$ cat config.mk
export PLATFORM = sky130hd
export DESIGN_NAME = homeCtrlCore
export DESIGN_NICKNAME = d
export VERILOG_FILES = /design/src/hw/homeCtrlPkg.sv /design/src/hw/actuatorControl.sv /design/src/hw/countdownTimer.sv /design/src/hw/homeCtrlCore.sv /design/src/hw/sensorPort.sv /design/src/hw/writebackDecode.sv
export SDC_FILE = /design/constraint.sdc
export NUM_CORES = 1
export LEC_CHECK = 0
export BUFFER_PORTS_ARGS = -buffer_cell sky130_fd_sc_hd__buf_2
export CORE_ASPECT_RATIO = 0.8
export CORE_UTILIZATION = 48
export CTS_CLUSTER_SIZE = 24
export DETAILED_ROUTE_END_ITERATION = 10
export PLACE_DENSITY = 0.82
export SLEW_MARGIN = 30
export SYNTH_ARGS = -nofsm -noshare
export SYNTH_HDL_FRONTEND = slang
export SYNTH_HIERARCHICAL = 1
export SYNTH_SLANG_ARGS = --single-unit
$ cat constraint.sdc
create_clock -name clock -period 3.1 [get_ports clock]
set_input_delay 0.155 -clock clock [delete_from_list [all_inputs] [get_ports clock]]
set_output_delay 0.155 -clock clock [all_outputs]
set_load 0.02 [all_outputs]
$ cat src/hw/homeCtrlPkg.sv
`default_nettype none

package homeCtrlPkg;

    // Datapath widths
    localparam int wordWidth = 32;
    localparam int pcWidth = 12;
    localparam int regAddrWidth = 5;
    localparam int opcodeWidth = 5;
    localparam int aluOpWidth = 5;
    localparam int soundAddrWidth = 16;
    localparam int timerWidth = 8;

    // Instruction field positions
    localparam int opcodeLsb = 27;
    localparam int rdLsb = 22;
    localparam int targetWidth = 27;
    localparam int aluOpLsb = 2;
    localparam int cmdBit = 0;

    // Opcodes seen at writeback
    localparam logic [opcodeWidth-1:0] opRtype = 5'b00000;
    localparam logic [opcodeWidth-1:0] opJal = 5'b00011;
    localparam logic [opcodeWidth-1:0] opAddi = 5'b00101;
    localparam logic [opcodeWidth-1:0] opLw = 5'b01000;
    localparam logic [opcodeWidth-1:0] opSetx = 5'b10101;

    // Arithmetic ALU ops that can overflow
    localparam logic [aluOpWidth-1:0] aluAdd = 5'b00000;
    localparam logic [aluOpWidth-1:0] aluSub = 5'b00001;
    localparam logic [aluOpWidth-1:0] aluMul = 5'b00110;
    localparam logic [aluOpWidth-1:0] aluDiv = 5'b00111;

    // Sensor read ops, result goes to rd
    localparam logic [aluOpWidth-1:0] rdLight = 5'b01000;
    localparam logic [aluOpWidth-1:0] rdLed = 5'b01001;
    localparam logic [aluOpWidth-1:0] rdFan = 5'b01010;
    localparam logic [aluOpWidth-1:0] rdHumidity = 5'b01011;
    localparam logic [aluOpWidth-1:0] rdTemp = 5'b01100;
    localparam logic [aluOpWidth-1:0] rdTimerSwitch = 5'b01101;
    localparam logic [aluOpWidth-1:0] rdAmbient = 5'b10100;
    localparam logic [aluOpWidth-1:0] rdSpeak = 5'b10101;
    localparam logic [aluOpWidth-1:0] rdDigit = 5'b11000;

    // Actuator command ops, no register write
    localparam logic [aluOpWidth-1:0] cmdLight = 5'b10000;
    localparam logic [aluOpWidth-1:0] cmdLed = 5'b10001;
    localparam logic [aluOpWidth-1:0] cmdFan = 5'b10010;
    localparam logic [aluOpWidth-1:0] cmdTimer = 5'b10011;
    localparam logic [aluOpWidth-1:0] cmdRomSelect = 5'b10110;
    localparam logic [aluOpWidth-1:0] cmdSoundAddr = 5'b10111;

    // Fixed destinations
    localparam logic [regAddrWidth-1:0] regLink = 5'd31;
    localparam logic [regAddrWidth-1:0] regStatus = 5'd30;

    // Codes written on overflow
    localparam logic [wordWidth-1:0] ovfAdd = 32'd1;
    localparam logic [wordWidth-1:0] ovfAddi = 32'd2;
    localparam logic [wordWidth-1:0] ovfSub = 32'd3;
    localparam logic [wordWidth-1:0] ovfMul = 32'd4;
    localparam logic [wordWidth-1:0] ovfDiv = 32'd5;

    // Seconds per timer unit
    localparam logic [timerWidth-1:0] timerScale = 8'd5;

endpackage

`default_nettype wire

$ cat src/hw/actuatorControl.sv
`default_nettype none

module actuatorControl (
    input  logic                                     clock,
    input  logic                                     reset,
    input  logic [homeCtrlPkg::wordWidth-1:0]        wbInstruction,
    input  logic [homeCtrlPkg::wordWidth-1:0]        wbOperandA,
    input  logic                                     commandValid,
    output logic                                     lightOut,
    output logic                                     ledOut,
    output logic                                     fanOut,
    output logic                                     timerStart,
    output logic                                     romSelect,
    output logic [homeCtrlPkg::soundAddrWidth-1:0]   soundAddress
);

    logic [homeCtrlPkg::aluOpWidth-1:0] aluOp;
    logic                               cmdValue;

    assign aluOp = wbInstruction[homeCtrlPkg::aluOpLsb +: homeCtrlPkg::aluOpWidth];
    // On or off level carried in the low bit
    assign cmdValue = wbInstruction[homeCtrlPkg::cmdBit];

    // Latches hold until the next matching command
    always_ff @(posedge clock) begin
        if (reset) begin
            lightOut <= 1'b0;
            ledOut <= 1'b0;
            fanOut <= 1'b0;
            timerStart <= 1'b0;
            romSelect <= 1'b0;
            soundAddress <= '0;
        end else if (commandValid) begin
            case (aluOp)
                homeCtrlPkg::cmdLight: lightOut <= cmdValue;
                homeCtrlPkg::cmdLed: ledOut <= cmdValue;
                homeCtrlPkg::cmdFan: fanOut <= cmdValue;
                homeCtrlPkg::cmdTimer: timerStart <= cmdValue;
                homeCtrlPkg::cmdRomSelect: romSelect <= cmdValue;
                // Sound address comes from register A
                homeCtrlPkg::cmdSoundAddr: begin
                    soundAddress <= wbOperandA[homeCtrlPkg::soundAddrWidth-1:0];
                end
                default: ;
            endcase
        end
    end

    // Non R-type words leave every actuator alone
    assert property (@(posedge clock) disable iff (reset)
        !commandValid |=> $stable({lightOut, ledOut, fanOut, timerStart, romSelect,
                                   soundAddress}));

endmodule

`default_nettype wire

$ cat src/hw/countdownTimer.sv
`default_nettype none

module countdownTimer #(
    parameter int ticksPerStep = 50_000_000
) (
    input  logic                                 clock,
    input  logic                                 reset,
    input  logic [3:0]                           timerSetting,
    input  logic                                 timerStart,
    output logic [homeCtrlPkg::timerWidth-1:0]   timerCount
);

    localparam int tickWidth = (ticksPerStep > 1) ? $clog2(ticksPerStep) : 1;
    // Largest four-bit setting times the scale
    localparam int maxCount = 15 * homeCtrlPkg::timerScale;

    logic [tickWidth-1:0] tickCounter;
    logic                 tick;

    assign tick = (tickCounter == tickWidth'(ticksPerStep - 1));

    // Free-running step divider
    always_ff @(posedge clock) begin
        if (reset || tick) begin
            tickCounter <= '0;
        end else begin
            tickCounter <= tickCounter + 1'b1;
        end
    end

    // Idle loads the setting, running counts down and stops at zero
    always_ff @(posedge clock) begin
        if (reset) begin
            timerCount <= '0;
        end else if (!timerStart) begin
            timerCount <= homeCtrlPkg::timerWidth'(timerSetting) * homeCtrlPkg::timerScale;
        end else if (tick && (timerCount != '0)) begin
            timerCount <= timerCount - 1'b1;
        end
    end

    assert property (@(posedge clock) disable iff (reset)
        timerCount <= homeCtrlPkg::timerWidth'(maxCount));

endmodule

`default_nettype wire

$ cat src/hw/homeCtrlCore.sv
`default_nettype none

module homeCtrlCore #(
    parameter int ticksPerStep = 50_000_000
) (
    input  logic                                     clock,
    input  logic                                     reset,
    // From the memory stage
    input  logic [homeCtrlPkg::wordWidth-1:0]        instruction,
    input  logic [homeCtrlPkg::wordWidth-1:0]        aluResult,
    input  logic [homeCtrlPkg::pcWidth-1:0]          pcPlusOne,
    input  logic [homeCtrlPkg::wordWidth-1:0]        memData,
    input  logic [homeCtrlPkg::wordWidth-1:0]        operandA,
    input  logic                                     overflow,
    // Switches and sensors
    input  logic                                     lightSwitch,
    input  logic                                     ledSwitch,
    input  logic                                     fanSwitch,
    input  logic                                     timerSwitch,
    input  logic [6:0]                               humidity,
    input  logic [4:0]                               temperature,
    input  logic                                     ambient,
    input  logic                                     speak,
    input  logic [3:0]                               timerSetting,
    // Register file write port
    output logic                                     regWriteEnable,
    output logic [homeCtrlPkg::regAddrWidth-1:0]     regWriteAddr,
    output logic [homeCtrlPkg::wordWidth-1:0]        regWriteData,
    // Relays, timer and sound
    output logic                                     lightOut,
    output logic                                     ledOut,
    output logic                                     fanOut,
    output logic [homeCtrlPkg::timerWidth-1:0]       timerCount,
    output logic                                     romSelect,
    output logic [homeCtrlPkg::soundAddrWidth-1:0]   soundAddress
);

    logic lightSwitchReg, ledSwitchReg, fanSwitchReg, timerSwitchReg;
    logic ambientReg, speakReg;
    logic [6:0] humidityReg;
    logic [4:0] temperatureReg;
    logic [3:0] tensDigit, onesDigit;
    logic [homeCtrlPkg::wordWidth-1:0] wbInstruction, wbOperandA;
    logic commandValid, timerStart;

    sensorPort i_sensorPort (
        .clock(clock), .reset(reset),
        .lightSwitch(lightSwitch), .ledSwitch(ledSwitch),
        .fanSwitch(fanSwitch), .timerSwitch(timerSwitch),
        .humidity(humidity), .temperature(temperature),
        .ambient(ambient), .speak(speak),
        .lightSwitchReg(lightSwitchReg), .ledSwitchReg(ledSwitchReg),
        .fanSwitchReg(fanSwitchReg), .timerSwitchReg(timerSwitchReg),
        .humidityReg(humidityReg), .temperatureReg(temperatureReg),
        .ambientReg(ambientReg), .speakReg(speakReg),
        .tensDigit(tensDigit), .onesDigit(onesDigit)
    );

    writebackDecode i_writebackDecode (
        .clock(clock), .reset(reset),
        .instruction(instruction), .aluResult(aluResult),
        .pcPlusOne(pcPlusOne), .memData(memData),
        .operandA(operandA), .overflow(overflow),
        .lightSwitchReg(lightSwitchReg), .ledSwitchReg(ledSwitchReg),
        .fanSwitchReg(fanSwitchReg), .timerSwitchReg(timerSwitchReg),
        .humidityReg(humidityReg), .temperatureReg(temperatureReg),
        .ambientReg(ambientReg), .speakReg(speakReg),
        .tensDigit(tensDigit), .onesDigit(onesDigit),
        .regWriteEnable(regWriteEnable), .regWriteAddr(regWriteAddr),
        .regWriteData(regWriteData), .wbInstruction(wbInstruction),
        .wbOperandA(wbOperandA), .commandValid(commandValid)
    );

    actuatorControl i_actuatorControl (
        .clock(clock), .reset(reset),
        .wbInstruction(wbInstruction), .wbOperandA(wbOperandA),
        .commandValid(commandValid),
        .lightOut(lightOut), .ledOut(ledOut), .fanOut(fanOut),
        .timerStart(timerStart), .romSelect(romSelect),
        .soundAddress(soundAddress)
    );

    // Step length set here, short in simulation
    countdownTimer #(
        .ticksPerStep(ticksPerStep)
    ) i_countdownTimer (
        .clock(clock), .reset(reset),
        .timerSetting(timerSetting), .timerStart(timerStart),
        .timerCount(timerCount)
    );

endmodule

`default_nettype wire

$ cat src/hw/sensorPort.sv
`default_nettype none

module sensorPort (
    input  logic       clock,
    input  logic       reset,
    input  logic       lightSwitch,
    input  logic       ledSwitch,
    input  logic       fanSwitch,
    input  logic       timerSwitch,
    input  logic [6:0] humidity,
    input  logic [4:0] temperature,
    input  logic       ambient,
    input  logic       speak,
    output logic       lightSwitchReg,
    output logic       ledSwitchReg,
    output logic       fanSwitchReg,
    output logic       timerSwitchReg,
    output logic [6:0] humidityReg,
    output logic [4:0] temperatureReg,
    output logic       ambientReg,
    output logic       speakReg,
    output logic [3:0] tensDigit,
    output logic [3:0] onesDigit
);

    // Tens in upper nibble, ones in lower
    logic [7:0] bcd;

    // Shift-and-add-three over the five temperature bits
    always_comb begin
        bcd = '0;
        for (int i = 4; i >= 0; i--) begin
            if (bcd[3:0] > 4'd4) begin
                bcd[3:0] = bcd[3:0] + 4'd3;
            end
            if (bcd[7:4] > 4'd4) begin
                bcd[7:4] = bcd[7:4] + 4'd3;
            end
            bcd = {bcd[6:0], temperatureReg[i]};
        end
    end

    // Sensor levels first, digits one edge behind
    always_ff @(posedge clock) begin
        if (reset) begin
            lightSwitchReg <= 1'b0;
            ledSwitchReg <= 1'b0;
            fanSwitchReg <= 1'b0;
            timerSwitchReg <= 1'b0;
            humidityReg <= '0;
            temperatureReg <= '0;
            ambientReg <= 1'b0;
            speakReg <= 1'b0;
            tensDigit <= '0;
            onesDigit <= '0;
        end else begin
            lightSwitchReg <= lightSwitch;
            ledSwitchReg <= ledSwitch;
            fanSwitchReg <= fanSwitch;
            timerSwitchReg <= timerSwitch;
            humidityReg <= humidity;
            temperatureReg <= temperature;
            ambientReg <= ambient;
            speakReg <= speak;
            tensDigit <= bcd[7:4];
            onesDigit <= bcd[3:0];
        end
    end

endmodule

`default_nettype wire

$ cat src/hw/writebackDecode.sv
`default_nettype none

module writebackDecode (
    input  logic                                   clock,
    input  logic                                   reset,
    input  logic [homeCtrlPkg::wordWidth-1:0]      instruction,
    input  logic [homeCtrlPkg::wordWidth-1:0]      aluResult,
    input  logic [homeCtrlPkg::pcWidth-1:0]        pcPlusOne,
    input  logic [homeCtrlPkg::wordWidth-1:0]      memData,
    input  logic [homeCtrlPkg::wordWidth-1:0]      operandA,
    input  logic                                   overflow,
    input  logic                                   lightSwitchReg,
    input  logic                                   ledSwitchReg,
    input  logic                                   fanSwitchReg,
    input  logic                                   timerSwitchReg,
    input  logic [6:0]                             humidityReg,
    input  logic [4:0]                             temperatureReg,
    input  logic                                   ambientReg,
    input  logic                                   speakReg,
    input  logic [3:0]                             tensDigit,
    input  logic [3:0]                             onesDigit,
    output logic                                   regWriteEnable,
    output logic [homeCtrlPkg::regAddrWidth-1:0]   regWriteAddr,
    output logic [homeCtrlPkg::wordWidth-1:0]      regWriteData,
    output logic [homeCtrlPkg::wordWidth-1:0]      wbInstruction,
    output logic [homeCtrlPkg::wordWidth-1:0]      wbOperandA,
    output logic                                   commandValid
);

    logic [homeCtrlPkg::wordWidth-1:0]   wbAluResult;
    logic [homeCtrlPkg::pcWidth-1:0]     wbPcPlusOne;
    logic [homeCtrlPkg::wordWidth-1:0]   wbMemData;
    logic                                wbOverflow;
    logic [homeCtrlPkg::opcodeWidth-1:0] opcode;
    logic [homeCtrlPkg::aluOpWidth-1:0]  aluOp;
    logic isRtype, isJal, isAddi, isLw, isSetx;
    logic isArith, isReadOp;
    logic selJal, selAlu, selSetx, selLw, selSensor, selOvf;
    logic [homeCtrlPkg::wordWidth-1:0]   sensorWord;
    logic [homeCtrlPkg::wordWidth-1:0]   ovfCode;

    // Writeback register, cleared to an R-type add of zero
    always_ff @(posedge clock) begin
        if (reset) begin
            wbInstruction <= '0;
            wbAluResult <= '0;
            wbPcPlusOne <= '0;
            wbMemData <= '0;
            wbOperandA <= '0;
            wbOverflow <= 1'b0;
        end else begin
            wbInstruction <= instruction;
            wbAluResult <= aluResult;
            wbPcPlusOne <= pcPlusOne;
            wbMemData <= memData;
            wbOperandA <= operandA;
            wbOverflow <= overflow;
        end
    end

    assign opcode = wbInstruction[homeCtrlPkg::opcodeLsb +: homeCtrlPkg::opcodeWidth];
    assign aluOp = wbInstruction[homeCtrlPkg::aluOpLsb +: homeCtrlPkg::aluOpWidth];

    assign isRtype = (opcode == homeCtrlPkg::opRtype);
    assign isJal = (opcode == homeCtrlPkg::opJal);
    assign isAddi = (opcode == homeCtrlPkg::opAddi);
    assign isLw = (opcode == homeCtrlPkg::opLw);
    assign isSetx = (opcode == homeCtrlPkg::opSetx);

    // Plain ALU ops sit in the 00xxx range
    assign isArith = isRtype && (aluOp[4:3] == 2'b00);
    assign isReadOp = isRtype && (aluOp inside {homeCtrlPkg::rdLight, homeCtrlPkg::rdLed,
        homeCtrlPkg::rdFan, homeCtrlPkg::rdHumidity, homeCtrlPkg::rdTemp,
        homeCtrlPkg::rdTimerSwitch, homeCtrlPkg::rdAmbient, homeCtrlPkg::rdSpeak,
        homeCtrlPkg::rdDigit});

    // Actuator commands only come from R-type words
    assign commandValid = isRtype;

    assign regWriteEnable = isJal || isAddi || isLw || isSetx || isArith || isReadOp;

    always_comb begin
        if (isSetx) begin
            regWriteAddr = homeCtrlPkg::regStatus;
        end else if (isJal) begin
            regWriteAddr = homeCtrlPkg::regLink;
        end else begin
            regWriteAddr = wbInstruction[homeCtrlPkg::rdLsb +: homeCtrlPkg::regAddrWidth];
        end
    end

    // Sensor value for the read op, zero-extended
    always_comb begin
        sensorWord = '0;
        case (aluOp)
            homeCtrlPkg::rdLight: sensorWord[0] = lightSwitchReg;
            homeCtrlPkg::rdLed: sensorWord[0] = ledSwitchReg;
            homeCtrlPkg::rdFan: sensorWord[0] = fanSwitchReg;
            homeCtrlPkg::rdTimerSwitch: sensorWord[0] = timerSwitchReg;
            homeCtrlPkg::rdHumidity: sensorWord[6:0] = humidityReg;
            homeCtrlPkg::rdTemp: sensorWord[4:0] = temperatureReg;
            homeCtrlPkg::rdAmbient: sensorWord[0] = ambientReg;
            homeCtrlPkg::rdSpeak: sensorWord[0] = speakReg;
            // Bit 0 picks tens over ones
            homeCtrlPkg::rdDigit: begin
                sensorWord[3:0] = wbInstruction[homeCtrlPkg::cmdBit] ? tensDigit : onesDigit;
            end
            default: sensorWord = '0;
        endcase
    end

    // Zero means the op has no overflow code
    always_comb begin
        ovfCode = '0;
        if (isAddi) begin
            ovfCode = homeCtrlPkg::ovfAddi;
        end else if (isRtype) begin
            case (aluOp)
                homeCtrlPkg::aluAdd: ovfCode = homeCtrlPkg::ovfAdd;
                homeCtrlPkg::aluSub: ovfCode = homeCtrlPkg::ovfSub;
                homeCtrlPkg::aluMul: ovfCode = homeCtrlPkg::ovfMul;
                homeCtrlPkg::aluDiv: ovfCode = homeCtrlPkg::ovfDiv;
                default: ovfCode = '0;
            endcase
        end
    end

    // Exclusive data sources
    assign selJal = isJal;
    assign selAlu = (isArith || isAddi) && !wbOverflow;
    assign selSetx = isSetx;
    assign selLw = isLw;
    assign selSensor = isReadOp;
    assign selOvf = wbOverflow && (ovfCode != '0);

    // AND-OR select, nothing selected gives zero
    assign regWriteData =
        ({homeCtrlPkg::wordWidth{selJal}} &
            {{(homeCtrlPkg::wordWidth - homeCtrlPkg::pcWidth){1'b0}}, wbPcPlusOne}) |
        ({homeCtrlPkg::wordWidth{selAlu}} & wbAluResult) |
        ({homeCtrlPkg::wordWidth{selSetx}} &
            {{(homeCtrlPkg::wordWidth - homeCtrlPkg::targetWidth){1'b0}},
             wbInstruction[homeCtrlPkg::targetWidth-1:0]}) |
        ({homeCtrlPkg::wordWidth{selLw}} & wbMemData) |
        ({homeCtrlPkg::wordWidth{selSensor}} & sensorWord) |
        ({homeCtrlPkg::wordWidth{selOvf}} & ovfCode);

    // Two sources at once would OR their data together
    assert property (@(posedge clock) disable iff (reset)
        $onehot0({selJal, selAlu, selSetx, selLw, selSensor, selOvf}));

endmodule

`default_nettype wire

==> summary.txt <==
Status: finished clean
Final clock period utilization by the worst path: 90.88%
Final #Nets: 1357
Worst setup EP type: output pin
Beginning of the worst register-to-register path: i_countdownTimer/tickCounter[16]
Worst rel slew slack: 48.43%
Clock buffer count from CTS: 21
Setup crit start: i_writebackDecode/wbInstruction[3]
Number of instances on the worst hold path: 2
Worst-case clock buffer depth: 3
Syn Std Cell Area: 8172 sq um
Clk Latency, worst-skew pair: 0.48 ns
Half-perimeter wire length after placement: 13350 um
Kind of start point of the critical path: register
Fraction of layout instances using a drive strength above 1: 22.38%
Number of antenna cells inserted: 0
Total power draw: 5.910 mW
Detailed-route wire length per cell: 16.76 um
Number of global-route vias before repair: 7342
Worst hold start: reset
Maximum vdd ir drop: 0.0004648 V
Average footprint of a synthesized cell: 9.728 sq um
Critical path start-end classification: reg2out
Row Count: 42
Register-to-register setup slack: 0.49 ns
Most frequent cells in the layout: 213 x buf_2, 204 x dfxtp_1, 149 x nor2b_1
Root Buffer: clkbuf_16
Via count: 7299
TritonCTS clock tree: yes
Synth warnings: 6
Number of levels the H-tree was split into: 1
First-pass GRT wire length: 37400 um
Leading cell type in the layout, fill and taps excluded: buf_2
Pwr Density: 514.7 nW/um^2
Capture instance of the worst register-to-register path: i_countdownTimer/tickCounter[14]
Cell count after synthesis: 840
TritonCTS sink count: 204
Number of antenna violations at the first check in global routing: 0
Max-cap violations: 0
Final std cell area, no fill: 11480 sq um
Static leakage power: 4.773 nW
Full die area: 17550 sq um
Peak Freq: 355.0 MHz
# Post-CTS Setup Buffers: 0
Measured slew at the worst slew-check pin: 0.7725 ns
Time the worst path needs with I/O delays and setup: 2.817 ns
Post-detailed-routing wire length: 23680 um
Area growth, synth to finish: 40.51%
Path class of the lowest-slack min-delay path: in2reg
Hold violation total from the final report: 0
Number of failing setup endpoints in the final timing report: 0
Count of pins over their slew limit: 0
Standard cell area after detailed placement: 9351 sq um
Worst reg2reg path depth: 6
Total negative setup slack: 0 ns
Clock Skews: 0.01143 ns
Total GRT Usage: 26.73%
Number of DRC markers after the initial detailed-route iteration: 528
Data arrival time of the worst path: 2.66 ns
Maximum number of pins on one net before global-route repair: 100
Ports placed on the boundary: 231
DIE HEIGHT: 118.7 um
Pre-CTS setup slack: 0.5451 ns
Initial Utilization: 49.21%
Max Fanout on Critical Path: 19
Number of DRC violations after detailed routing: 0
End point of the most critical hold path: i_sensorPort/humidityReg[0]
Core box area: 16610 sq um
Worst-path clk slew: 0.06 ns
GRT Residual Overflow: 0
Worst endpoint required time: 2.94 ns
DR pass1 iterations: 6
Setup repair after global routing missed its margin: no
Gp weighted congestion: 0.8588
DRT antenna net count: 0
DIE WIDTH: 147.9 um
Worst Setup Slack, final: 0.2828 ns
Average vias per placed instance: 5.166
Number of buffers inserted by port buffering: 214
==> worst max-delay path, stage by stage, from the launching register on <==
cell	delay, ns
dfxtp_1	0.82
or4b_1	0.30
nor3_1	0.08
o311ai_0	0.52
o2111ai_1	0.24
buf_2	0.22
==> per-stage QoR <==
stage / utilization [%] / std cells / hold slack (ns)
finish: 69.15 / 1413 / 0.1209
global route: 69.15 / 1413 / 0.1427
CTS: 69.11 / 1413 / 0.1277
detailed placement: 56.31 / 1234 / 0.3666
global placement: 56.31 / 1234 / 0.3627
floorplan: - / 841 / 0.2266
==> layer usage <==
layer / GRT usage, % / up-vias / wire [um]
met2: 45.70 / 358 / 11270
met1: 33.66 / 3366 / 9866
met5: 0 / - / 0
met3: 6.023 / 45 / 2061
li1: - / 3530 / -
met4: 7.345 / 0 / 474
==> state kept, by name, summed over array words and instances, names as in the netlist, 2 cells and up <==
name,flops
i_sensorPort/tensDigit,2
i_writebackDecode/wbAluResult,32
i_actuatorControl/soundAddress,16
i_sensorPort/humidityReg,7
i_sensorPort/onesDigit,4
i_writebackDecode/wbOperandA,16
i_writebackDecode/wbInstruction,32
i_sensorPort/temperatureReg,5
i_countdownTimer/tickCounter,26
i_countdownTimer/timerCount,8
i_writebackDecode/wbPcPlusOne,12
i_writebackDecode/wbMemData,32
==> worst max-delay path by stage <==
stage | to | slack [ns] | cells after the start
final | regWriteData[1] | 0.28 | 5
after floorplan | i_countdownTimer/tickCounter[18] | 0.72 | 7
after CTS | regWriteData[28] | 0.33 | 5
after global routing | regWriteData[3] | 0.1 | 5
after global placement | i_countdownTimer/tickCounter[4] | 0.59 | 6
after detailed placement | i_countdownTimer/tickCounter[23] | 0.55 | 6
==> where the power goes <==
group	internal, mW	switching [mW]
Clock	1.50	0.967
Sequential	2.74	0.0775
Combinational	0.343	0.285
Total	4.58	1.33
==> timing repair <==
item	4_1_cts	5_1_grt
endpoints found under the hold margin	145	0
hold buffers	145	0
resized for setup	0	0
==> final cells by class <==
| type | count | area [sq um] |
|---|---|---|
| fillers | 1186 | 5124 |
| flip-flops and latches | 204 | 4084 |
| multi-input cells | 547 | 3695 |
| repair buffers | 367 | 2601 |
| clock buffers | 30 | 599.3 |
| well taps | 220 | 275.3 |
| inverters | 41 | 153.9 |
| clock inverters | 4 | 73.82 |
Power figures use the tool's default switching activity.
